--- src/cpuPkg.sv ---
// ~~~~~~~~~~~~~~~~~~~~~~~~~~~~~~~~~~~~~~~~~~~~~~~~~~~~~~~~~~~
// Shared widths and encodings of the 16-bit pipelined core.
// Modules import it; the testbench builds programs from the
// opcode values defined here.
// ~~~~~~~~~~~~~~~~~~~~~~~~~~~~~~~~~~~~~~~~~~~~~~~~~~~~~~~~~~~
package cpuPkg;

	// Register, instruction and data word width
	localparam int dataWidth = 16;

	// Eight registers
	localparam int regAddrWidth = 3;

	// Instruction formats, bit 15 on the left
	//   register:  op[15:12] rd[11:9] rs[8:6] rt[5:3]
	//   immediate: op[15:12] rd[11:9] rs[8:6] imm[5:0]
	//   jump:      op[15:12] offset[11:0]
	typedef enum logic [3:0] {
		opAdd   = 4'h0,
		opSub   = 4'h1,
		opAnd   = 4'h2,
		opOr    = 4'h3,
		opXor   = 4'h4,
		opSlt   = 4'h5,
		opAddi  = 4'h6,
		opLoad  = 4'h7,
		opStore = 4'h8,
		opBz    = 4'h9,
		opBnz   = 4'hA,
		opJmp   = 4'hB,
		opHalt  = 4'hC
	} opcodeT;

	typedef enum logic [2:0] {
		aluAdd   = 3'd0,
		aluSub   = 3'd1,
		aluAnd   = 3'd2,
		aluOr    = 3'd3,
		aluXor   = 3'd4,
		aluSlt   = 3'd5,
		aluPassB = 3'd6
	} aluOpT;

	// Branch kind carried from decode into execute
	typedef enum logic [1:0] {
		brNone    = 2'd0,
		brZero    = 2'd1,
		brNonZero = 2'd2,
		brJump    = 2'd3
	} branchOpT;

endpackage

--- src/cpuControl.sv ---
// ~~~~~~~~~~~~~~~~~~~~~~~~~~~~~~~~~~~~~~~~~~~~~~~~~~~~~~~~~~~
// Fetch stage and decoder: program counter, loadable
// instruction memory, instruction register, squash and halt.
// Decode outputs feed the datapath in the same cycle.
// ~~~~~~~~~~~~~~~~~~~~~~~~~~~~~~~~~~~~~~~~~~~~~~~~~~~~~~~~~~~
`timescale 1ns/100ps

module cpuControl #(
	parameter int imemAddrWidth = 8
) (
	input  logic                             clk,
	input  logic                             reset,
	input  logic                             progWrite,
	input  logic [imemAddrWidth-1:0]         progAddr,
	input  logic [cpuPkg::dataWidth-1:0]     progData,
	input  logic                             doBranch,
	input  logic [imemAddrWidth-1:0]         branchTarget,
	output logic [cpuPkg::regAddrWidth-1:0]  decodeRfRdAdrx0,
	output logic [cpuPkg::regAddrWidth-1:0]  decodeRfRdAdrx1,
	output logic [cpuPkg::regAddrWidth-1:0]  decodeRfWrAdrx,
	output logic                             decodeRfWriteEn,
	output cpuPkg::aluOpT                    decodeAluCtl,
	output logic                             decodeAluBusBSel,
	output logic [cpuPkg::dataWidth-1:0]     decodeImmediate,
	output logic                             decodeDmemResultSel,
	output logic                             decodeDmemWrite,
	output cpuPkg::branchOpT                 decodeBranchOp,
	output logic                             decodeValid,
	output logic [imemAddrWidth-1:0]         decodePc,
	output logic                             halted
);
	import cpuPkg::*;

	logic [dataWidth-1:0] imem [0:(1 << imemAddrWidth)-1];
	logic [imemAddrWidth-1:0] pc;
	logic [dataWidth-1:0] instrReg;
	opcodeT decodeOp;
	logic decodeHalt;

	// Program port only writes while the core is held in reset
	always_ff @(posedge clk) begin
		if (reset && progWrite) begin
			imem[progAddr] <= progData;
		end
	end

	// Instruction register and its address follow the PC every cycle
	always_ff @(posedge clk) begin
		instrReg <= imem[pc];
		decodePc <= pc;
	end

	always_ff @(posedge clk) begin
		if (reset) begin
			pc          <= '0;
			decodeValid <= 1'b0;
			halted      <= 1'b0;
		end else begin
			if (decodeHalt) begin
				halted <= 1'b1;
			end
			if (doBranch) begin
				pc <= branchTarget;
			end else if (!halted) begin
				pc <= pc + 1'b1;
			end
			// Taken branch squashes the slot behind it, halt stops all issue
			decodeValid <= !(doBranch || decodeHalt || halted);
		end
	end

	assign decodeOp   = opcodeT'(instrReg[15:12]);
	assign decodeHalt = decodeValid && (decodeOp == opHalt);

	always_comb begin
		decodeRfRdAdrx0     = instrReg[8:6];
		decodeRfRdAdrx1     = instrReg[5:3];
		decodeRfWrAdrx      = instrReg[11:9];
		decodeRfWriteEn     = 1'b0;
		decodeAluCtl        = aluPassB;
		decodeAluBusBSel    = 1'b0;
		decodeImmediate     = {{(dataWidth-6){instrReg[5]}}, instrReg[5:0]};
		decodeDmemResultSel = 1'b0;
		decodeDmemWrite     = 1'b0;
		decodeBranchOp      = brNone;
		case (decodeOp)
			opAdd, opSub, opAnd, opOr, opXor, opSlt: begin
				decodeRfWriteEn = 1'b1;
				case (decodeOp)
					opAdd:   decodeAluCtl = aluAdd;
					opSub:   decodeAluCtl = aluSub;
					opAnd:   decodeAluCtl = aluAnd;
					opOr:    decodeAluCtl = aluOr;
					opXor:   decodeAluCtl = aluXor;
					default: decodeAluCtl = aluSlt;
				endcase
			end
			opAddi: begin
				decodeRfWriteEn  = 1'b1;
				decodeAluCtl     = aluAdd;
				decodeAluBusBSel = 1'b1;
			end
			opLoad: begin
				decodeRfWriteEn     = 1'b1;
				decodeAluCtl        = aluAdd;
				decodeAluBusBSel    = 1'b1;
				decodeDmemResultSel = 1'b1;
			end
			opStore: begin
				// Store data comes from the register named in the rd field
				decodeRfRdAdrx1  = instrReg[11:9];
				decodeAluCtl     = aluAdd;
				decodeAluBusBSel = 1'b1;
				decodeDmemWrite  = 1'b1;
			end
			opBz:  decodeBranchOp = brZero;
			opBnz: decodeBranchOp = brNonZero;
			opJmp: begin
				decodeBranchOp  = brJump;
				decodeImmediate = {{(dataWidth-12){instrReg[11]}}, instrReg[11:0]};
			end
			default: begin
			end
		endcase
	end

endmodule

--- config.mk ---
export PLATFORM = sky130hd
export DESIGN_NAME = cpuControl
export DESIGN_NICKNAME = d
export VERILOG_FILES = /design/src/cpuPkg.sv /design/src/cpuControl.sv
export SDC_FILE = /design/constraint.sdc
export NUM_CORES = 2
export LEC_CHECK = 0
export BUFFER_PORTS_ARGS = -buffer_cell sky130_fd_sc_hd__buf_4
export CAP_MARGIN = 20
export CORE_ASPECT_RATIO = 0.6
export CORE_MARGIN = 1
export CORE_UTILIZATION = 50
export DETAILED_ROUTE_END_ITERATION = 10
export GPL_ROUTABILITY_DRIVEN = 0
export PLACE_DENSITY_LB_ADDON = 0.12
export SLEW_MARGIN = 20
export SYNTH_ARGS = -nofsm -noshare
export SYNTH_HDL_FRONTEND = slang
export SYNTH_SLANG_ARGS = --single-unit
--- constraint.sdc ---
create_clock -name clk -period 2.7 [get_ports clk]
set_clock_uncertainty 0.15 [all_clocks]
set_input_delay 0.405 -clock clk [delete_from_list [all_inputs] [get_ports clk]]
set_output_delay 0.405 -clock clk [all_outputs]
set_load 0.01 [all_outputs]
======== Word-level counts from Yosys, hierarchy flattened ========
Memory sizes are Yosys's and may differ from the RTL's. A register that Yosys moved wholly into a read port is not among the register bits.
Cells that the tools add are included.
word-level totals
  bits in registers ....................... 18
  bits in writable memories ............... 4,096
  input bits .............................. 36
  output and inout bits ................... 44
  logic and storage cells ................. 41
  memories ................................ 1
cells by class
  add/sub/neg operators ................... 1
  eq/ne operators ......................... 13
  muxes and demuxes ....................... 13
  reduce and logical (&&, ||, !) cells .... 9
memory list
  memory  depth  width  rd ports  clocked after Yosys merged registers in  wr ports  line              RTL
  imem    256    16     1         1                                        1         cpuControl.sv:34  logic [dataWidth-1:0] imem [0:(1 << imemAddrWidth)-1];
operator list
  cell                 number
  $eq 4x4->1 const B   5
  $eq 4x3->1 const B   4
  $mux 16              1
  $mux 8               2
  $pmux 3 s5           1
  $add 8x1->8 const B  1
  $eq 4x2->1 const B   2
  $reduce_or 8->1      1
  $mux 1               6
  $pmux 2 s3           1
  $pmux 3 s2           1
  $reduce_or 6->1      1
  $eq 4x1->1 const B   1
  $logic_not 4->1      1
  $mux 3               1
  $reduce_or 3->1      1
  $logic_and 1x1->1    2
  $logic_or 1x1->1     2
  $ne 2x2->1 const B   1
  $logic_not 1->1      1

======== Longest topological paths before layout ========
  depth in word-level cells ............... 5
  mapped depth ............................ 14
  mapped depth without buffers ............ 7

======== Least setup slack after synthesis ========
No wires, ideal clock.
  path type ............................... input-to-reg
  start point ............................. in reset
  end point ............................... mem imem[112][0] (enable)
  setup time .............................. 0.388 ns
  arrival time ............................ 2.190 ns
  data required time ...................... 2.162 ns
  setup slack ............................. -0.028 ns
  stages .................................. 6
  buffers on the path ..................... 3
  cell sequence ........................... and2_1 -> clkbuf_1 -> clkbuf_1 -> nand3_1 -> clkbuf_1 -> nor2_1
on the way
  word-level cells in the longest chain between the ends .. 3
ends and longest elaborated chain
  item                          line              RTL
  from (decl)                   cpuControl.sv:12  input logic reset,
  $logic_and 1x1->1             cpuControl.sv:42  if (reset && progWrite) begin
  $mux 1                        cpuControl.sv:42
  $mux 1 (implied by the code)  cpuControl.sv:43  imem[progAddr] <= progData;
  to (decl)                     cpuControl.sv:34
Every way passes these cells.

==> flow_metrics.py <==
metrics = {
    "timing": {
        "shortest_clock_period_the_worst_path_allows_after_layout_ns": 3.45,
        "max_slew_margin_pct": 21.2,
        "worstMarginPinSlew_ns": 1.18,
        "tcrit_tclk_final_pct": 128,
        "holdWs_ns": 0.146,
        "finalSetupViolCount": 29,
        "setup_repair_after_global_routing_missed_its_margin": "true",
        "timing.fmax_mhz": 290,
        "final.setup.worst_slack_ns": -0.748,
        "maxSlewViolCount": 0,
        "hold_viol_final": 0,
    },
    "routing": {
        "routedWlPerCell_um": 37.9,
        "wl_met3_mm": 72.1,
        "dr.pass1.iters": 6,
        "wl_met2_mm": 205,
        "routed.top_layer": "met5",
        "num_vias": 85815,
        "via_density_per_instance": 6.52,
        "ant_nets": 0,
        "drc_errors": 0,
        "dr.first_iter.drc_count": 13866,
        "wl_met1_mm": 206,
        "wirelength_mm": 498,
    },
    "yosys": {
        "synth-async-reset-ratio_pct": 0,
        "synth_cell_types": 76,
        "post_synth_instance_area_um2": 159000,
        "synth-edff-count": 4096,
        "number_of_instances_in_the_synthesized_netlist": 7193,
        "syn_avg_cell_area_um2": 22.2,
        "ys_seq_area_share_pct": 77.6,
        "synthesis.nets": 7230,
        "yosys_register_bits": 4130,
        "synth.yosys.warnings": 0,
        "most_frequently_used_flop_master_after_synthesis": "sky130_fd_sc_hd__edfxtp_1",
    },
    "flow_run": {
        "maxCapViolations": 0,
    },
    "hold_path": {
        "worst_min_delay_path_class": "input port to register",
    },
    "global_routing": {
        "grt_pass1_vias": 81550,
        "grt_max_degree": 128,
        "grt_first_pass_wirelength_mm": 680,
        "globalRouteOverflowTotal": 0,
        "initial_antenna_violation_count": 31,
        "gr-usage-all-layers_pct": 30.9,
    },
    "power": {
        "power.static_leakage_nw": 62.0,
        "irDropWorstVdd_v": 0.000613,
        "powerDensity_nw_per_um2": 701,
    },
    "clock_network": {
        "cts_buffer_depth": 4,
        "cts_tree": "built",
        "cts_root_buffer": "sky130_fd_sc_hd__clkbuf_16",
        "clock_tree.htree_level_count": 5,
        "tritoncts.num_buffers": 374,
        "clk_latency_ns": 0.94,
        "worst_setup_hold_path_clk_slew_ns": 0.07,
        "clock-sinks": 4130,
    },
    "setup_path": {
        "critical_path.slowest_cell": "sky130_fd_sc_hd__mux4_2",
        "cp_top_family": "multiplexers",
        "required_ns": 3.37,
        "worstSetupPathType": "register to register",
        "critPathBufInv": 4,
        "crit_path_end_kind": "register",
        "worst_setup_path_start_kind": "register",
        "critical_path_arrival_ns": 4.12,
        "crit_chain": "buf_12 > buf_16 > buf_12 > buf_16 > mux4_2 > mux4_2 > nand2_4 > o211ai_1 > a31o_1",
        "setup.reg_to_reg.worst_slack_ns": -0.75,
        "path_max_fanout": 8,
        "cp_slowest_stage_delay_ns": 0.57,
    },
    "die": {
        "rows": 160,
        "initial_core_util_pct": 50.3,
        "die_x_um": 731,
        "die_h_um": 439,
        "core_area_um2": 317000,
        "design.die.area_um2": 321000,
        "floorplan.io_pins": 80,
    },
    "run_status": {
        "failed_checks": "negative setup slack",
        "outcome": "complete, but fails checks",
    },
    "placement": {
        "dp_hpwl_mm": 320,
        "io_buffer_count": 79,
        "post_dp_cell_area_um2": 177000,
    },
    "final_layout": {
        "area_growth_syn_to_layout_pct": 21.3,
        "layout.nets": 8690,
        "fin_area_um2": 193000,
        "layout.core_utilization_pct": 61.0,
        "share_of_final_layout_standard_cells_stronger_than_drive_strength_1_pct": 37.4,
        "final.fill_count": 21952,
        "sequential_cell_area_um2": 124000,
        "multi_input_comb_area_um2": 34400,
    },
}
## sequential cells by signal, indices dropped and copies added, names as in the netlist
| register | count |
|---|---|
| decodePc | 8 |
| decodeValid | 1 |
| halted | 1 |
| imem | 4096 |
| instrReg | 16 |
| pc | 8 |
## Yosys cell counts (14+ instances only)
library cell / n / area, um^2
sky130_fd_sc_hd__a22o_1: 17 / 149
sky130_fd_sc_hd__nor2_1: 342 / 1280
sky130_fd_sc_hd__a221oi_1: 79 / 692
sky130_fd_sc_hd__nand2_1: 139 / 522
sky130_fd_sc_hd__o22ai_1: 36 / 225
sky130_fd_sc_hd__a22oi_1: 73 / 548
sky130_fd_sc_hd__nor3_1: 17 / 85.1
sky130_fd_sc_hd__clkbuf_1: 164 / 616
sky130_fd_sc_hd__a31oi_1: 26 / 163
sky130_fd_sc_hd__mux2i_1: 373 / 3730
sky130_fd_sc_hd__buf_2: 97 / 485
sky130_fd_sc_hd__buf_6: 76 / 856
sky130_fd_sc_hd__nor2b_1: 19 / 119
sky130_fd_sc_hd__o21ai_0: 82 / 410
sky130_fd_sc_hd__a211oi_1: 14 / 105
sky130_fd_sc_hd__o211ai_1: 14 / 105
sky130_fd_sc_hd__dfxtp_1: 34 / 681
sky130_fd_sc_hd__o221ai_1: 33 / 289
sky130_fd_sc_hd__mux2_2: 20 / 225
sky130_fd_sc_hd__buf_1: 28 / 105
sky130_fd_sc_hd__edfxtp_1: 4096 / 123000
sky130_fd_sc_hd__nand4_1: 14 / 87.6
sky130_fd_sc_hd__mux4_2: 972 / 21900
sky130_fd_sc_hd__buf_8: 18 / 270
sky130_fd_sc_hd__buf_4: 56 / 420
sky130_fd_sc_hd__a21oi_1: 159 / 796
sky130_fd_sc_hd__nand3_1: 38 / 190
## final timing paths
check	startpoint	end	cells after the start
setup reg to reg	pc[0]$_SDFFE_PP0P_	instrReg[8]$_DFF_P_	9
hold reg to reg	decodeValid$_SDFF_PP0_	halted$_SDFFE_PP0P_	2
setup / recovery	pc[0]$_SDFFE_PP0P_	instrReg[8]$_DFF_P_	9
hold / removal	branchTarget[3]	pc[3]$_SDFFE_PP0P_	4
## area by class of cell
cell class | instances | area share (%)
clock buffers | 461 | 5.10
well taps | 4212 | 2.73
flip-flops and latches | 4130 | 64.0
diodes | 8 | 0.0104
multi-input cells | 2610 | 17.8
inverters | 11 | 0.0330
clock inverters | 208 | 0.936
repair buffers | 1526 | 9.40
## cells in the final DEF, fill, tap and decap left out, types with 28 or more instances in the layout
cell / instances
sky130_fd_sc_hd__a21oi_1: 140
sky130_fd_sc_hd__nand3_1: 28
sky130_fd_sc_hd__clkinv_1: 86
sky130_fd_sc_hd__buf_16: 37
sky130_fd_sc_hd__a221oi_1: 55
sky130_fd_sc_hd__o21ai_0: 55
sky130_fd_sc_hd__o22ai_1: 32
sky130_fd_sc_hd__nand2_1: 127
sky130_fd_sc_hd__mux2i_1: 358
sky130_fd_sc_hd__dlygate4sd3_1: 30
sky130_fd_sc_hd__buf_6: 43
sky130_fd_sc_hd__edfxtp_1: 4096
sky130_fd_sc_hd__nor2_2: 146
sky130_fd_sc_hd__nor2_1: 188
sky130_fd_sc_hd__buf_4: 954
sky130_fd_sc_hd__clkbuf_16: 383
sky130_fd_sc_hd__a22oi_1: 62
sky130_fd_sc_hd__clkbuf_1: 75
sky130_fd_sc_hd__mux4_2: 972
sky130_fd_sc_hd__buf_12: 424
sky130_fd_sc_hd__clkinv_2: 66
## kinds of logic after synthesis
family	Yosys count	share of synthesized area (%)
flops	4130	77.6
buf+inv	453	1.79
fa+ha+maj	1	0.00785
xor+xnor	4	0.0220
mux	1365	16.2
compound gates	635	2.74
simple gates	605	1.59
## metal layers
| metal | up-vias | global-route usage [%] |
|---|---|---|
| li1 | 33423 | - |
| met1 | 45958 | 48.6 |
| met2 | 5707 | 41.3 |
| met3 | 709 | 10.1 |
| met4 | 18 | 8.56 |
| met5 | - | 0 |
## tightest hold or removal path: stages
cell,delay (ns)
sky130_fd_sc_hd__dlygate4sd3_1,0.53
sky130_fd_sc_hd__buf_4,0.11
sky130_fd_sc_hd__a21oi_1,0.06
sky130_fd_sc_hd__nor2_1,0.08
## power by group
| group | switching (W) | leakage (nW) | total (W) | internal [W] |
|---|---|---|---|---|
| logic | 0.00715 | 19.2 | 0.0125 | 0.00532 |
| registers | 0.000238 | 37.1 | 0.0708 | 0.0706 |
| clock network | 0.0236 | 5.71 | 0.0522 | 0.0286 |
| total | 0.0310 | 62.0 | 0.135 | 0.104 |
## per-stage QoR
stage / setup WS [ns] / cells / TNS (ns) / total power [W]
final: -0.748 / 13166 / -10.75 / 0.135
after global routing: -0.683 / 13159 / -12.38 / 0.139
after CTS: -0.655 / 13069 / -11.07 / 0.135
after detailed placement: -1.71 / 12257 / -16.01 / 0.0832
after global placement: -1.75 / 12257 / -16.37 / 0.0831
after floorplan: -0.0282 / 7193 / -40.17 / 0.0771
## repair_timing
| action | in CTS | in global routing |
|---|---|---|
| endpoints found under the hold margin | 932 | 0 |
| gates resized for setup | 272 | 126 |
| setup buffers | 96 | 91 |
| setup endpoints to repair | 36 | 33 |
| gates cloned | 19 | 4 |
| hold buffers | 30 | 0 |
| pin swaps | 38 | 47 |
Power figures use the tool's default switching activity.
