[src/cpuPkg.sv]
// ~~~~~~~~~~~~~~~~~~~~~~~~~~~~~~~~~~~~~~~~~~~~~~~~~~~~~~~~~~~
// Shared widths and encodings of the 16-bit pipelined core.
// Modules import it; the testbench builds programs from the
// opcode values defined here.
// ~~~~~~~~~~~~~~~~~~~~~~~~~~~~~~~~~~~~~~~~~~~~~~~~~~~~~~~~~~~
package cpuPkg;

	// Register, instruction and data word width
	localparam int dataWidth = 16;

	// Eight registers
	localparam int regAddrWidth = 3;

	// Instruction formats, bit 15 on the left
	//   register:  op[15:12] rd[11:9] rs[8:6] rt[5:3]
	//   immediate: op[15:12] rd[11:9] rs[8:6] imm[5:0]
	//   jump:      op[15:12] offset[11:0]
	typedef enum logic [3:0] {
		opAdd   = 4'h0,
		opSub   = 4'h1,
		opAnd   = 4'h2,
		opOr    = 4'h3,
		opXor   = 4'h4,
		opSlt   = 4'h5,
		opAddi  = 4'h6,
		opLoad  = 4'h7,
		opStore = 4'h8,
		opBz    = 4'h9,
		opBnz   = 4'hA,
		opJmp   = 4'hB,
		opHalt  = 4'hC
	} opcodeT;

	typedef enum logic [2:0] {
		aluAdd   = 3'd0,
		aluSub   = 3'd1,
		aluAnd   = 3'd2,
		aluOr    = 3'd3,
		aluXor   = 3'd4,
		aluSlt   = 3'd5,
		aluPassB = 3'd6
	} aluOpT;

	// Branch kind carried from decode into execute
	typedef enum logic [1:0] {
		brNone    = 2'd0,
		brZero    = 2'd1,
		brNonZero = 2'd2,
		brJump    = 2'd3
	} branchOpT;

endpackage

[src/cpuAlu.sv]
// ~~~~~~~~~~~~~~~~~~~~~~~~~~~~~~~~~~~~~~~~~~~~~~~~~~~~~~~~~~~
// Combinational ALU with N, Z, C and V flags. C and V only
// carry meaning for add and subtract.
// ~~~~~~~~~~~~~~~~~~~~~~~~~~~~~~~~~~~~~~~~~~~~~~~~~~~~~~~~~~~
`timescale 1ns/100ps

module cpuAlu (
	input  cpuPkg::aluOpT                 aluCtl,
	input  logic [cpuPkg::dataWidth-1:0]  busA,
	input  logic [cpuPkg::dataWidth-1:0]  busB,
	output logic [cpuPkg::dataWidth-1:0]  result,
	output logic                          cFlag,
	output logic                          nFlag,
	output logic                          vFlag,
	output logic                          zFlag
);
	import cpuPkg::*;

	logic [dataWidth:0] addFull, subFull;
	logic addOverflow, subOverflow;

	assign addFull = {1'b0, busA} + {1'b0, busB};
	// Subtract as A plus inverted B plus one, carry out set means no borrow
	assign subFull = {1'b0, busA} + {1'b0, ~busB} + 1'b1;

	assign addOverflow = (busA[dataWidth-1] == busB[dataWidth-1])
		&& (addFull[dataWidth-1] != busA[dataWidth-1]);
	assign subOverflow = (busA[dataWidth-1] != busB[dataWidth-1])
		&& (subFull[dataWidth-1] != busA[dataWidth-1]);

	always_comb begin
		cFlag = 1'b0;
		vFlag = 1'b0;
		case (aluCtl)
			aluAdd: begin
				result = addFull[dataWidth-1:0];
				cFlag  = addFull[dataWidth];
				vFlag  = addOverflow;
			end
			aluSub: begin
				result = subFull[dataWidth-1:0];
				cFlag  = subFull[dataWidth];
				vFlag  = subOverflow;
			end
			aluAnd: result = busA & busB;
			aluOr:  result = busA | busB;
			aluXor: result = busA ^ busB;
			// Signed less-than is N xor V of the difference
			aluSlt: result = {{(dataWidth-1){1'b0}}, subFull[dataWidth-1] ^ subOverflow};
			default: result = busB;
		endcase
	end

	assign nFlag = result[dataWidth-1];
	assign zFlag = (result == '0);

endmodule

[src/pipeDatapath.sv]
// ~~~~~~~~~~~~~~~~~~~~~~~~~~~~~~~~~~~~~~~~~~~~~~~~~~~~~~~~~~~
// Execute and writeback stages: register read with writeback
// forwarding, ALU, memory address, branch decision and the
// writeback registers.
// ~~~~~~~~~~~~~~~~~~~~~~~~~~~~~~~~~~~~~~~~~~~~~~~~~~~~~~~~~~~
`timescale 1ns/100ps

module pipeDatapath #(
	parameter int imemAddrWidth = 8,
	parameter int dmemAddrWidth = 8
) (
	input  logic                             clk,
	input  logic                             reset,
	input  logic [cpuPkg::regAddrWidth-1:0]  decodeRfRdAdrx0,
	input  logic [cpuPkg::regAddrWidth-1:0]  decodeRfRdAdrx1,
	input  logic [cpuPkg::regAddrWidth-1:0]  decodeRfWrAdrx,
	input  logic                             decodeRfWriteEn,
	input  cpuPkg::aluOpT                    decodeAluCtl,
	input  logic                             decodeAluBusBSel,
	input  logic [cpuPkg::dataWidth-1:0]     decodeImmediate,
	input  logic                             decodeDmemResultSel,
	input  logic                             decodeDmemWrite,
	input  cpuPkg::branchOpT                 decodeBranchOp,
	input  logic                             decodeValid,
	input  logic [imemAddrWidth-1:0]         decodePc,
	input  logic [cpuPkg::dataWidth-1:0]     dmemOutput,
	output logic                             doBranch,
	output logic [imemAddrWidth-1:0]         branchTarget,
	output logic [dmemAddrWidth-1:0]         execDmemAdrx,
	output logic [cpuPkg::dataWidth-1:0]     execDmemDataIn,
	output logic                             execDmemWrite
);
	import cpuPkg::*;

	logic [dataWidth-1:0] rfData0, rfData1;
	logic [dataWidth-1:0] execOperand0, execOperand1, execBusB, execAluResult;
	logic execTaken;
	logic [regAddrWidth-1:0] wbDest;
	logic wbWrEn, wbLoadSel;
	logic [dataWidth-1:0] wbAluResult, wbData;

	regFile u_regFile (
		.clk(clk),
		.reset(reset),
		.rdAdrx0(decodeRfRdAdrx0),
		.rdAdrx1(decodeRfRdAdrx1),
		.wrAdrx(wbDest),
		.wrEn(wbWrEn),
		.wrData(wbData),
		.rdData0(rfData0),
		.rdData1(rfData1)
	);

	// Writeback result bypasses the register file, register 0 never matches
	assign execOperand0 = (wbWrEn && wbDest == decodeRfRdAdrx0 && decodeRfRdAdrx0 != '0)
		? wbData : rfData0;
	assign execOperand1 = (wbWrEn && wbDest == decodeRfRdAdrx1 && decodeRfRdAdrx1 != '0)
		? wbData : rfData1;

	assign execBusB = decodeAluBusBSel ? decodeImmediate : execOperand1;

	cpuAlu u_cpuAlu (
		.aluCtl(decodeAluCtl),
		.busA(execOperand0),
		.busB(execBusB),
		.result(execAluResult),
		.cFlag(),
		.nFlag(),
		.vFlag(),
		.zFlag()
	);

	always_comb begin
		case (decodeBranchOp)
			brZero:    execTaken = (execOperand0 == '0);
			brNonZero: execTaken = (execOperand0 != '0);
			brJump:    execTaken = 1'b1;
			default:   execTaken = 1'b0;
		endcase
	end

	assign doBranch     = decodeValid && execTaken;
	// Target is relative to the instruction after the branch
	assign branchTarget = decodePc + 1'b1 + decodeImmediate[imemAddrWidth-1:0];

	assign execDmemAdrx   = execAluResult[dmemAddrWidth-1:0];
	assign execDmemDataIn = execOperand1;
	assign execDmemWrite  = decodeValid && decodeDmemWrite;

	always_ff @(posedge clk) begin
		if (reset) begin
			wbWrEn <= 1'b0;
		end else begin
			wbWrEn <= decodeValid && decodeRfWriteEn;
		end
	end

	always_ff @(posedge clk) begin
		wbDest      <= decodeRfWrAdrx;
		wbAluResult <= execAluResult;
		wbLoadSel   <= decodeDmemResultSel;
	end

	// Load data arrives from the RAM one cycle after the address
	assign wbData = wbLoadSel ? dmemOutput : wbAluResult;

endmodule

[src/regFile.sv]
// ~~~~~~~~~~~~~~~~~~~~~~~~~~~~~~~~~~~~~~~~~~~~~~~~~~~~~~~~~~~
// Eight-entry register file, two combinational read ports and
// one clocked write port. Register 0 is hardwired to zero.
// ~~~~~~~~~~~~~~~~~~~~~~~~~~~~~~~~~~~~~~~~~~~~~~~~~~~~~~~~~~~
`timescale 1ns/100ps

module regFile (
	input  logic                             clk,
	input  logic                             reset,
	input  logic [cpuPkg::regAddrWidth-1:0]  rdAdrx0,
	input  logic [cpuPkg::regAddrWidth-1:0]  rdAdrx1,
	input  logic [cpuPkg::regAddrWidth-1:0]  wrAdrx,
	input  logic                             wrEn,
	input  logic [cpuPkg::dataWidth-1:0]     wrData,
	output logic [cpuPkg::dataWidth-1:0]     rdData0,
	output logic [cpuPkg::dataWidth-1:0]     rdData1
);
	import cpuPkg::*;

	logic [dataWidth-1:0] regs [0:(1 << regAddrWidth)-1];

	always_ff @(posedge clk) begin
		if (reset) begin
			for (int i = 0; i < (1 << regAddrWidth); i++) begin
				regs[i] <= '0;
			end
		end else if (wrEn && wrAdrx != '0) begin
			regs[wrAdrx] <= wrData;
		end
	end

	assign rdData0 = (rdAdrx0 == '0) ? '0 : regs[rdAdrx0];
	assign rdData1 = (rdAdrx1 == '0) ? '0 : regs[rdAdrx1];

endmodule

[config.mk]
export PLATFORM = sky130hd
export DESIGN_NAME = pipeDatapath
export DESIGN_NICKNAME = d
export VERILOG_FILES = /design/src/cpuPkg.sv /design/src/cpuAlu.sv /design/src/pipeDatapath.sv /design/src/regFile.sv
export SDC_FILE = /design/constraint.sdc
export NUM_CORES = 1
export LEC_CHECK = 0
export ABC_CLOCK_PERIOD_IN_PS = 4530
export BUFFER_PORTS_ARGS = -buffer_cell sky130_fd_sc_hd__buf_2
export CAP_MARGIN = 20
export CORE_UTILIZATION = 55
export CTS_CLUSTER_DIAMETER = 150
export DETAILED_ROUTE_END_ITERATION = 8
export GPL_TIMING_DRIVEN = 0
export PLACE_DENSITY_LB_ADDON = 0.1
export SLEW_MARGIN = 20
export SYNTH_ARGS = -nofsm -noshare
export SYNTH_HDL_FRONTEND = slang
export SYNTH_SLANG_ARGS = --single-unit
[constraint.sdc]
create_clock -name clk -period 4.53 [get_ports clk]
set_clock_uncertainty 0.15 [all_clocks]
set_input_delay 0.453 -clock clk [delete_from_list [all_inputs] [get_ports clk]]
set_output_delay 0.453 -clock clk [all_outputs]
set_load 0.05 [all_outputs]
# After elaboration in Yosys (flattened, before gate mapping)
# Memory sizes are Yosys's and may differ from the RTL's.
# Cells that the tools add are included.
[word_totals]
register_bits = 21
mem_bits_rw = 128
output_inout_bits = 34
mem_count = 1
[mem_list]
columns = ["memory", "depth", "width", "read_ports", "rd_ports_with_merged_regs", "wr", "line_no", "rtl"]
rows = [
  ["u_regFile.regs", 8, 16, 2, 0, 8, "regFile.sv:20", "logic [dataWidth-1:0] regs [0:(1 << regAddrWidth)-1];"],
]
[op_classes]
add_sub_neg = 5
eq_ne = 12
n_mux = 16
bitwise_logic = 5
reduce_logical = 18
[ops]
columns = ["op", "count"]
rows = [
  ["$mux 16", 7],
  ["$pmux 16 s6", 1],
  ["$add 16x16->16", 2],
  ["$add 16x1->16 const B", 1],
  ["$and 16x16->16", 1],
  ["$logic_not 16->1", 1],
  ["$not 16->16", 1],
  ["$or 16x16->16", 1],
  ["$reduce_bool 16->1", 1],
  ["$reduce_or 16->1", 1],
  ["$xor 16x16->16", 1],
  ["$logic_and 1x1->1", 9],
  ["$logic_not 3->1", 3],
  ["$reduce_bool 3->1", 3],
  ["$add 8x1->8 const B", 1],
  ["$add 8x8->8", 1],
  ["$eq 3x2->1 const B", 2],
  ["$eq 3x3->1", 2],
  ["$eq 3x3->1 const B", 2],
  ["$mux 1", 6],
  ["$eq 2x2->1 const B", 2],
  ["$eq 3x1->1 const B", 1],
  ["$mux 3", 1],
  ["$pmux 1 s3", 1],
  ["other kinds (3)", 4],
]

# Depth between registers and ports, before layout
# Gate-level depths: netlist of the first run.
[logic_depth]
word_depth = 12
ltp_mapped = 23

# Hierarchy
# Synthesis of the first run repeated with hierarchy kept, for this count alone.
[unflattened]
cells_unflattened = 1121
hier_area_um2 = 10777.8
[by_module_without_submodules]
columns = ["mod", "instances", "cells_each", "area_each_um2", "seq_area_each_um2"]
rows = [
  ["regFile", 1, 468, 6169.7, 3363.2],
  ["cpuAlu", 1, 414, 2735.1, 0.0],
  ["pipeDatapath", 1, 239, 1873.0, 420.4],
]

# Worst setup path before layout of the first run
# Ideal clock, no wire load.
[synth_path]
path_type = "input to output"
start = "input decodeRfRdAdrx1[1] (netlist name)"
end = "output execDmemAdrx[0]"
t_arrival_ns = 5.388
required_ns = 3.927
slack_ns = -1.461
stages = 20
cell_sequence = "buf_2 -> buf_2 -> buf_2 -> mux4_2 -> mux2i_1 -> a211oi_1 -> mux2i_1 -> ha_1 -> inv_1 -> a21oi_1 -> o311a_1 -> a21oi_1 -> a21o_1 -> a21oi_1 -> o31ai_1 -> fa_1 -> o22ai_1 -> a221oi_1 -> a21oi_1 -> buf_4"
[synth_between]
elab_chain_len = 12
[synth_lines]
columns = ["item", "line_no", "rtl"]
rows = [
  ["start: declaration", "pipeDatapath.sv:15", "input logic [cpuPkg::regAddrWidth-1:0] decodeRfRdAdrx1,"],
  ["parallel branches: the longest is 3 deep, another holds $mem_v2 8x16", "n/a", ""],
  ["$mux 16 *", "pipeDatapath.sv:58", "? wbData : rfData1;"],
  ["named net execDmemDataIn, one bit", "pipeDatapath.sv:30", "output logic [cpuPkg::dataWidth-1:0] execDmemDataIn,"],
  ["$mux 16 *", "pipeDatapath.sv:60", "assign execBusB = decodeAluBusBSel ? decodeImmediate : execOperand1;"],
  ["$not 16->16 *", "cpuAlu.sv:24", "assign subFull = {1'b0, busA} + {1'b0, ~busB} + 1'b1;"],
  ["$add 16x16->16 *", "cpuAlu.sv:24", ""],
  ["$add 16x1->16 *", "cpuAlu.sv:24", ""],
  ["$ne 1x1->1", "cpuAlu.sv:29", "&& (subFull[dataWidth-1] != busA[dataWidth-1]);"],
  ["$logic_and 1x1->1", "cpuAlu.sv:29", ""],
  ["$xor 1x1->1 *", "cpuAlu.sv:49", "aluSlt: result = {{(dataWidth-1){1'b0}}, subFull[dataWidth-1] ^ subOverflow};"],
  ["$pmux 16 s6 *", "cpuAlu.sv:34", "case (aluCtl)"],
  ["end: declaration", "pipeDatapath.sv:29", "output logic [dmemAddrWidth-1:0] execDmemAdrx,"],
]
# Mark *: on every way through the listed nets, which the timed path passes.

# Worst setup path after layout of the first run
[layout_path]
start = "input decodeRfRdAdrx0[1] (netlist name)"
end = "output execDmemAdrx[0]"
[layout_between]
elab_chain_len = 10
[layout_lines]
columns = ["item", "line_no", "rtl"]
rows = [
  ["start: declaration", "pipeDatapath.sv:14", "input logic [cpuPkg::regAddrWidth-1:0] decodeRfRdAdrx0,"],
  ["parallel branches: the longest is 3 deep, another holds $mem_v2 8x16", "n/a", ""],
  ["$mux 16 *", "pipeDatapath.sv:56", "? wbData : rfData0;"],
  ["$add 16x16->16", "cpuAlu.sv:24", ""],
  ["$add 16x1->16", "cpuAlu.sv:24", ""],
  ["$ne 1x1->1", "cpuAlu.sv:29", ""],
  ["$logic_and 1x1->1", "cpuAlu.sv:29", ""],
  ["$xor 1x1->1", "cpuAlu.sv:49", ""],
  ["$pmux 16 s6 *", "cpuAlu.sv:34", ""],
]
# Mark *: on every way between the ends.

==> flow_summary.ini, run 1 <==
[outcome]
run_status = finished, violations left
violated_checks = negative setup slack

[grt]
grt_pass1_vias = 9193
grt_use_met3 = 0.0703
grt_use_met1 = 0.458
grt_start_max_net_pins = 17
antenna_found_initial = 0
globalRoute.busiestLayer = met2
grt_first_pass_wirelength_um = 54000
gr-usage-met2 = 0.631
groute.usage.overall = 0.370
grt_overflow_total = 0

[worst_setup_path]
regToRegStartpoint = wbDest[2]$_DFF_P_
worstSetupStartpoint = decodeRfRdAdrx0[1]
start_kind = input pin
critical_path.cell_chain = buf_2 -> buf_6 -> buf_2 -> mux4_2 -> mux2i_1 -> o22ai_2 -> ha_1 -> buf_6 -> nand2_1 -> o311a_4 -> a21oi_4 -> a21o_1 -> a21oi_2 -> o31ai_4 -> fa_2 -> o22ai_4 -> a221oi_2 -> a21oi_2 -> buf_4 -> buf_8
worst-endpoint-required_ps = 3930
critical_path.endpoint_type = output port
critPathBufInv = 6
critical_path.top_delay_family = compound AO/OA/AOI/OAI gates
criticalPathCategory = in -> out
worst_path_largest_cell_delay_ps = 380
critical_path_arrival_ps = 4790
critPathMaxFanout = 10
slowest_stage = o311a_4

[detailed_routing]
post-route-drc-count = 0
detailroute.via_count = 9430
first_iter_violations = 1050
detail_route.first_pass.iterations = 5
drt.antenna.violating_nets = 0
vias_per_cell = 6.43
finalWirelength_um = 36800
mean_routed_wirelength_per_cell_um = 25.1

[sta]
max_freq_ghz = 0.185
finalCritPeriodShare = 1.19
finalCriticalPeriod_ps = 5400
max-slew-margin-rel = 0.252
max_slew.worst_pin.slew_ps = 1090
timing.final.hold_violations = 0
rsz0062_at_grt = true
slew_viol_final = 0
fin_tns_setup_ps = -2540
setup_viol = 7
post-route-worst-setup-slack_ps = -868

[cells_and_area]
final_nets = 1315
multi_input_comb_area_mm2 = 0.00680
seqCellArea_mm2 = 0.00428
area_growth_syn_to_layout_pct = 27.4
final_core_utilization = 0.726
drive_gt1_frac = 0.332
stdcell_count = 1467
antenna_cells_inserted = 0
fill_cells = 1362

[die]
die_width_um = 142
floorplan.rows = 50
dieArea_mm2 = 0.0202
ios = 95
initial_utilization = 0.570
die_h_um = 142
core_area_mm2 = 0.0190

[logic_synthesis]
mappedNetlistArea_mm2 = 0.0108
seq_area_frac_synth = 0.395
yosys_synthesis_warning_count = 0
yosys.cell_count.top_type = nor2_1
syn-mean-instance-area_um2 = 10.7
yosys_most_used_dff = edfxtp_1
ys_async_sr_fraction = 0
synth_enable_flop_cells = 128
syn_inst = 1007
synth_top_area_share = 0.356
largest_cells_by_area_after_synthesis = edfxtp_1 (36%), mux4_2 (11%), ha_1 (6.5%)
synth_area_leader_cell = edfxtp_1
synth_seq_cells = 149
synth_common_cells = nor2_1 (163), edfxtp_1 (128), a21oi_1 (64)
ys_types = 70

[place]
place.detailed.hpwl_um = 25200
buffer_ports.inserted = 87
gpl.final_weighted_congestion = 0.965
place.detailed.instances = 1369

[power_and_ir_drop]
p_total_mw = 4.69
switch_pwr_mw = 1.65
static-leakage-power_nw = 5.56
ir_drop_mv = 0.260
share_seq_of_total_power = 0.347
swShare = 0.352
relative_contribution_of_combinational_cells_to_total_power = 0.366
internal_power_mw = 3.04
power_density_mw_per_mm2 = 341
share_of_power_burned_in_the_clock_network = 0.287

[cts]
h-tree-depth = 4
cts.sink_count = 149
cts.path.max_buffers = 2
clkSlewWorstSetupHoldPaths_ps = 60
tritoncts = done
cts_made_buffers = 17
worst_skew_pair.late_latency_ps = 430
cts_root_buf = clkbuf_16

[worst_hold_path]
worstHoldStart = decodeRfWriteEn
hold_class = in -> reg

[job]
maxCapViolCount = 0
-- final timing paths --
check,cells past startpoint,to,slack (ps)
worst max-delay path,20,execDmemAdrx[0],-870
worst max register to register,20,wbAluResult[0]$_DFF_P_,90
worst min register to register,2,u_regFile.regs[5][7]$_SDFFCE_PN0P_,570
worst min-delay path,3,wbWrEn$_SDFF_PP0_,90
-- per-stage QoR --
step	hold slack [ps]	cell area, um^2	setup WS [ps]
2_1_floorplan	331	11100	-563
3_3_place_gp	405	11900	-1620
3_5_place_dp	407	11900	-1580
4_1_cts	97.2	13300	-831
5_1_grt	95.9	13800	-986
6_report	93.1	13800	-868
-- placed cells by master, fill, tap and decap left out, types with 6 or more instances in the layout --
cell and n:
o22ai_1 7, nand4_1 7, a21o_1 11, dfxtp_1 17, clkbuf_16 17, o211ai_1 6, nand2b_1 16, a211oi_1 8
xnor2_1 9, inv_1 58, mux4_1 12, a211oi_4 10, nand2_1 33, buf_2 92, nor2_1 162, mux2i_4 21
o22a_1 6, buf_4 79, edfxtp_1 128, nor3_1 24, a21oi_1 56, conb_1 16, mux2_2 6, a22oi_1 6
a31oi_1 6, nand3_1 6, ha_4 7, nor2b_1 20, buf_6 10, clkbuf_1 26, mux4_2 53, mux2i_1 26
ha_1 47, o21ai_0 30, mux2i_2 8, buf_12 7
-- tightest hold or removal path, stage by stage --
cell and delay (ps):
buf_2 100, nand2_1 50, nor2_1 30
-- layer usage --
metal | share of wire | wire, um
met1 | 0.37 | 13500
met2 | 0.49 | 18200
met3 | 0.092 | 3370
met4 | 0.049 | 1780
met5 | 0 | 0
-- cell type report --
cell class / instances / share of cell area
Multi-Input combinational cell: 735 / 0.495
Clock inverter: 14 / 0.00928
Inverter: 62 / 0.0174
Clock buffer: 18 / 0.0312
Tap cell: 260 / 0.0237
Timing Repair Buffer: 158 / 0.0728
Buffer: 71 / 0.0400
Sequential cell: 149 / 0.311
-- flip-flops by register name, indices dropped and copies added, names as in the netlist --
register and cells:
u_regFile.regs 128, wbAluResult 16, wbDest 3, wbLoadSel 1, wbWrEn 1
-- what timing repair did --
item	in CTS	in global routing
pin swaps	25	31
hold buffers	4	0
buffers inserted	42	25
hold endpoints to repair	4	0
setup endpoints to repair	19	11
resized for setup	113	57
-- power by group through the flow --
stage          Clock [mW]  Combinational, mW  Sequential (mW)
3_5_place_dp            0               1.37             1.64
4_1_cts              1.34               1.57             1.62
5_1_grt              1.39               1.81             1.63
2_1_floorplan           0               1.02             1.62
3_3_place_gp            0               1.37             1.64
6_report             1.35               1.72             1.63
-- cell families (layout without fill, tap and decap cells) --
logic type	Yosys count	count (layout)	share of synthesized area
AO/OA/AOI/OAI	215	215	0.132
multiplexers	131	131	0.202
adder cells (fa/ha/maj)	60	60	0.0723
flip-flops	149	149	0.395
AND/OR/NAND/NOR	297	297	0.126
other	1	16	0.000347
XOR/XNOR	16	16	0.0130
buffers and inverters	138	323	0.0589
Power figures use the tool's default switching activity.
==> run 2, diff against run 1 <==
CORE_UTILIZATION = 57   (was 55)
CTS_BUF_LIST = sky130_fd_sc_hd__clkbuf_8   (was unset)
REMOVE_ABC_BUFFERS = 1   (was unset)
==> flow_summary.ini, run 2 (synthesis gave the netlist of run 1 again) <==
[power_and_ir_drop]
ir_drop_mv = 0.199
share_seq_of_total_power = 0.374
p_total_mw = 4.35
switch_pwr_mw = 1.58
share_of_power_burned_in_the_clock_network = 0.265
internal_power_mw = 2.77
swShare = 0.363
static-leakage-power_nw = 5.24
power_density_mw_per_mm2 = 336
relative_contribution_of_combinational_cells_to_total_power = 0.361

[sta]
setup_viol = 5
max_freq_ghz = 0.192
slew_viol_final = 0
post-route-worst-setup-slack_ps = -687
finalCriticalPeriod_ps = 5220
rsz0062_at_grt = true
finalCritPeriodShare = 1.15
timing.final.hold_violations = 0
max-slew-margin-rel = 0.265
max_slew.worst_pin.slew_ps = 1100

[worst_hold_path]
hold-path-cell-count = 3
min_to = wbWrEn$_SDFF_PP0_
worstHoldStart = decodeRfWriteEn
hold_class = in -> reg

[grt]
groute.usage.overall = 0.330
grt_first_pass_wirelength_um = 47800
grt_overflow_total = 0
antenna_found_initial = 0
grt_pass1_vias = 8560
grt_start_max_net_pins = 58

[die]
dieArea_mm2 = 0.0195
initial_utilization = 0.591
die_h_um = 140
die_width_um = 140
floorplan.rows = 49
ios = 95
core_area_mm2 = 0.0183

[worst_setup_path]
worst-endpoint-required_ps = 3930
worst_path_most_repeated_cell = a21oi_2
rr_endpoint = wbAluResult[0]$_DFF_P_
reg2reg_setup_slack_ps = 160
worst_path_largest_cell_delay_ps = 520
start_kind = flip-flop
slowest_stage = mux4_2
critical_path.top_delay_family = compound AO/OA/AOI/OAI gates
criticalPathCategory = reg -> out
critical_path.cell_chain = mux4_2 -> mux2i_4 -> a211oi_2 -> mux2_2 -> inv_1 -> ha_4 -> nor3b_4 -> nand2_1 -> a2bb2oi_1 -> a21oi_2 -> a21o_1 -> a21oi_2 -> o31ai_4 -> fa_2 -> o22ai_2 -> a221oi_2 -> a21oi_2 -> buf_6
critPathMaxFanout = 10
critical_path.endpoint_type = output port
critical_path_arrival_ps = 4610
regToRegStartpoint = u_regFile.regs[0][9]$_SDFFCE_PN0P_
critPathBufInv = 2
rr_worst_depth = 18

[detailed_routing]
first_iter_violations = 855
vias_per_cell = 6.50
detail_route.first_pass.iterations = 5
finalWirelength_um = 32000
mean_routed_wirelength_per_cell_um = 23.5
post-route-drc-count = 0
drt.antenna.violating_nets = 0
detailroute.via_count = 8847

[cts]
clkSlewWorstSetupHoldPaths_ps = 90
tritoncts = done
h-tree-depth = 4
worst_skew_pair.late_latency_ps = 470
cts_root_buf = clkbuf_8
cts.path.max_buffers = 2
cts.sink_count = 149
cts_made_buffers = 17

[cells_and_area]
top_register = u_regFile.regs
fill_cells = 1292
seqCellArea_mm2 = 0.00428
layout.cells.most_common_list = nor2_1 (162), edfxtp_1 (128), buf_2 (80)
final_core_utilization = 0.709
area_growth_syn_to_layout_pct = 20.0
final_common_cell = nor2_1
largest_register_ffs = 128
final_nets = 1241
layout_top_registers = u_regFile.regs: 128 flops, wbAluResult: 16 flops, wbDest: 3 flops
antenna_cells_inserted = 0
drive_gt1_frac = 0.311
multi_input_comb_area_mm2 = 0.00663

[place]
place.detailed.hpwl_um = 20100
gpl.final_weighted_congestion = 0.929
buffer_ports.inserted = 94

[job]
maxCapViolCount = 0

[outcome]
violated_checks = negative setup slack
run_status = finished, violations left
run 2: cell types whose count changed in the layout (fill, tap and decap cells not counted), moves of 7 or more:
cell,change
clkbuf_16,-17
clkbuf_8,+16
clkbuf_1,-26
buf_4,-29
a211oi_4,-8
mux2i_1,+7
buf_2,-12
run 2: worst max path at each step:
| stage | cells after the start | startpoint | endpoint | slack [ps] |
|---|---|---|---|---|
| 2_1_floorplan | 16 | decodeRfRdAdrx1[1] | execDmemAdrx[0] | -2080 |
| 3_3_place_gp | 18 | decodeRfRdAdrx1[0] | execDmemAdrx[0] | -2810 |
| 3_5_place_dp | 21 | decodeRfRdAdrx1[1] | execDmemAdrx[0] | -2130 |
| 4_1_cts | 18 | u_regFile.regs[4][1]$_SDFFCE_PN0P_ | execDmemAdrx[0] | -750 |
| 5_1_grt | 21 | wbDest[0]$_DFF_P_ | execDmemAdrx[0] | -890 |
| 6_report | 18 | u_regFile.regs[0][9]$_SDFFCE_PN0P_ | execDmemAdrx[0] | -690 |
run 2: metrics by stage:
step | setup TNS, ps | std cells | cell area [um^2] | worst slack [ps] | hold WS, ps
after global placement | -38400 | 1269 | 11200 | -2810 | 405
after global routing | -3150 | 1362 | 13000 | -889 | 94.5
final | -1800 | 1362 | 13000 | -687 | 79.3
after floorplan | -29280 | 946 | 10400 | -2080 | 331
after detailed placement | -21010 | 1271 | 11200 | -2130 | 407
after CTS | -2010 | 1351 | 12600 | -750 | 80.6
run 2: worst reg2reg max path: cells and delay by family, from the launching register on:
kind	cells	cell delay (ps)
simple gates	2	300
compound gates	9	1440
flops	1	430
fa+ha+maj	2	560
buf+inv	2	310
mux	3	1080
run 2: routing by layer:
layer / vias up / routed length (um) / GRT usage
li1: 3955 / - / -
met1: 4355 / 12400 / 0.429
met2: 481 / 16100 / 0.551
met3: 56 / 2780 / 0.0471
met4: 0 / 705 / 0.151
met5: - / 0 / 0
run 2: cell type report:
type / count / share of cell area
multi-input cells: 735 / 0.512
repair buffers: 155 / 0.0842
clock buffers: 17 / 0.0181
inverters: 62 / 0.0185
flip-flops and latches: 149 / 0.330
well taps: 229 / 0.0221
clock inverters: 15 / 0.0149
run 2: timing repair:
item | in CTS | in global routing
pin swaps | 22 | 28
cloned | 1 | 0
endpoints found under the setup margin | 20 | 11
hold endpoints to repair | 4 | 0
setup buffers | 43 | 8
gates resized for setup | 118 | 57
hold buffers | 4 | 0
run 2: power by group through the flow:
stage          combinational, mW  sequential (mW)  clock (mW)
6_report                    1.57             1.63        1.15
5_1_grt                     1.67             1.63        1.20
4_1_cts                     1.45             1.62        1.15
3_5_place_dp                1.25             1.65           0
3_3_place_gp                1.23             1.64           0
2_1_floorplan              0.886             1.63           0
==> run 3, diff against run 2 <==
PLACE_DENSITY_LB_ADDON = 0.15   (was 0.1)
TNS_END_PERCENT = 30   (was unset)
==> flow_summary.ini, run 3 (synthesis gave the netlist of run 1 again) <==
[cells_and_area]
final_nets = 1301
top_register = u_regFile.regs
layout.cells.most_common_list = nor2_1 (159), edfxtp_1 (128), buf_4 (105)
final_core_utilization = 0.746
largest_register_ffs = 128
area_growth_syn_to_layout_pct = 26.3
final_common_cell = nor2_1
layout_top_registers = u_regFile.regs: 128 flops, wbAluResult: 16 flops, wbDest: 3 flops
drive_gt1_frac = 0.368
antenna_cells_inserted = 0
fill_cells = 1163

[worst_setup_path]
worst-endpoint-required_ps = 3930
critical_path.endpoint_type = output port
start_kind = flip-flop
critical_path_arrival_ps = 4620
critPathMaxFanout = 2
criticalPathCategory = reg -> out

[sta]
rsz0062_at_grt = true
max-slew-margin-rel = 0.198
post-route-worst-setup-slack_ps = -697
setup_viol = 13
finalCritPeriodShare = 1.15
timing.final.hold_violations = 0
max_freq_ghz = 0.191
worst_hold_slack_ps = 65.8
finalCriticalPeriod_ps = 5230
max_slew.worst_pin.slew_ps = 1170
slew_viol_final = 0

[place]
buffer_ports.inserted = 94
gpl.final_weighted_congestion = 0.938
place.detailed.hpwl_um = 20400

[worst_hold_path]
hold_class = in -> reg

[grt]
grt_pass1_vias = 9090
grt_start_max_net_pins = 58
grt_first_pass_wirelength_um = 50300
groute.usage.overall = 0.345
grt_overflow_total = 0
antenna_found_initial = 0

[cts]
worst_skew_pair.late_latency_ps = 480
cts_root_buf = clkbuf_8
cts.sink_count = 149
clkSlewWorstSetupHoldPaths_ps = 100
cts_made_buffers = 17
cts.path.max_buffers = 2
h-tree-depth = 4
tritoncts = done

[detailed_routing]
vias_per_cell = 6.70
wl_met3_um = 3550
post-route-drc-count = 0
detail_route.wirelength.met1_um = 12600
first_iter_violations = 1184
highest_layer = met4
drt.antenna.violating_nets = 0
finalWirelength_um = 34700
detail_route.first_pass.iterations = 5
mean_routed_wirelength_per_cell_um = 24.4
detailroute.via_count = 9529
met2WireLength_um = 16800

[job]
maxCapViolCount = 0

[power_and_ir_drop]
static-leakage-power_nw = 5.53
ir_drop_mv = 0.302
power_density_mw_per_mm2 = 327

[outcome]
run_status = finished, violations left
violated_checks = negative setup slack

[die]
die_h_um = 140
ios = 95
die_width_um = 140
initial_utilization = 0.591
core_area_mm2 = 0.0183
floorplan.rows = 49
dieArea_mm2 = 0.0195
-- run 3: layout make-up --
cell class,count,area [um^2],area share
repair buffers,215,1550,0.114
flip-flops and latches,149,4280,0.314
multi-input cells,735,6890,0.506
inverters,62,243,0.0178
clock buffers,17,234,0.0172
clock inverters,15,144,0.0106
well taps,229,287,0.0210
-- run 3: worst max-delay path: stages (launching register included) --
cell and delay [ps]:
edfxtp_1 390, mux4_2 530, mux2i_4 210, a211oi_2 120
mux2i_1 300, ha_2 380, inv_1 120, a21oi_4 70
o311a_4 350, a21oi_2 170, a21o_1 190, a21oi_2 90
o31ai_4 210, fa_2 290, o22ai_2 90, a221oi_2 320
a21oi_2 100, buf_6 210
-- run 3: layer usage --
layer  vias up  global-route usage
li1       4079                   -
met1      4628               0.436
met2       674               0.586
met3       148              0.0564
met4         0               0.157
met5         -                   0
-- run 3: what timing repair did --
| action | CTS | global route |
|---|---|---|
| pin swaps | 33 | 43 |
| resized for setup | 135 | 99 |
| hold buffers | 4 | 0 |
| setup endpoints to repair | 23 | 14 |
| buffers inserted | 72 | 43 |
| cloned | 2 | 0 |
| endpoints found under the hold margin | 4 | 0 |
-- run 3: path summary, 6_finish.rpt --
check                                                        start                             endpoint  slack (ps)  cells after the start
worst min register to register             wbAluResult[11]$_DFF_P_  u_regFile.regs[5][11]$_SDFFCE_PN0P_         630                      2
worst max register to register  u_regFile.regs[7][2]$_SDFFCE_PN0P_              wbAluResult[15]$_DFF_P_        -440                     26
worst min-delay path                               decodeRfWriteEn                    wbWrEn$_SDFF_PP0_          70                      3
worst max-delay path            u_regFile.regs[7][2]$_SDFFCE_PN0P_                      execDmemAdrx[0]        -700                     17
-- run 3: stage by stage --
stage          worst slack [ps]  cell area, um^2  std cells  TNS, ps  power (mW)
5_1_grt                    -778            13600       1422    -5000        4.60
4_1_cts                    -626            12800       1380    -1890        4.17
2_1_floorplan             -2080            10400        946   -29280        2.51
3_3_place_gp              -2760            11200       1269   -36420        2.88
6_report                   -697            13600       1422    -3650        4.46
3_5_place_dp              -2020            11200       1270   -20570        2.89
-- run 3: where the power goes --
part	total, mW	leakage [nW]	internal [mW]	switching, mW
logic	1.79	3.84	0.758	1.04
registers	1.63	1.49	1.57	0.0565
clock network	1.04	0.191	0.446	0.592
total	4.46	5.53	2.78	1.68
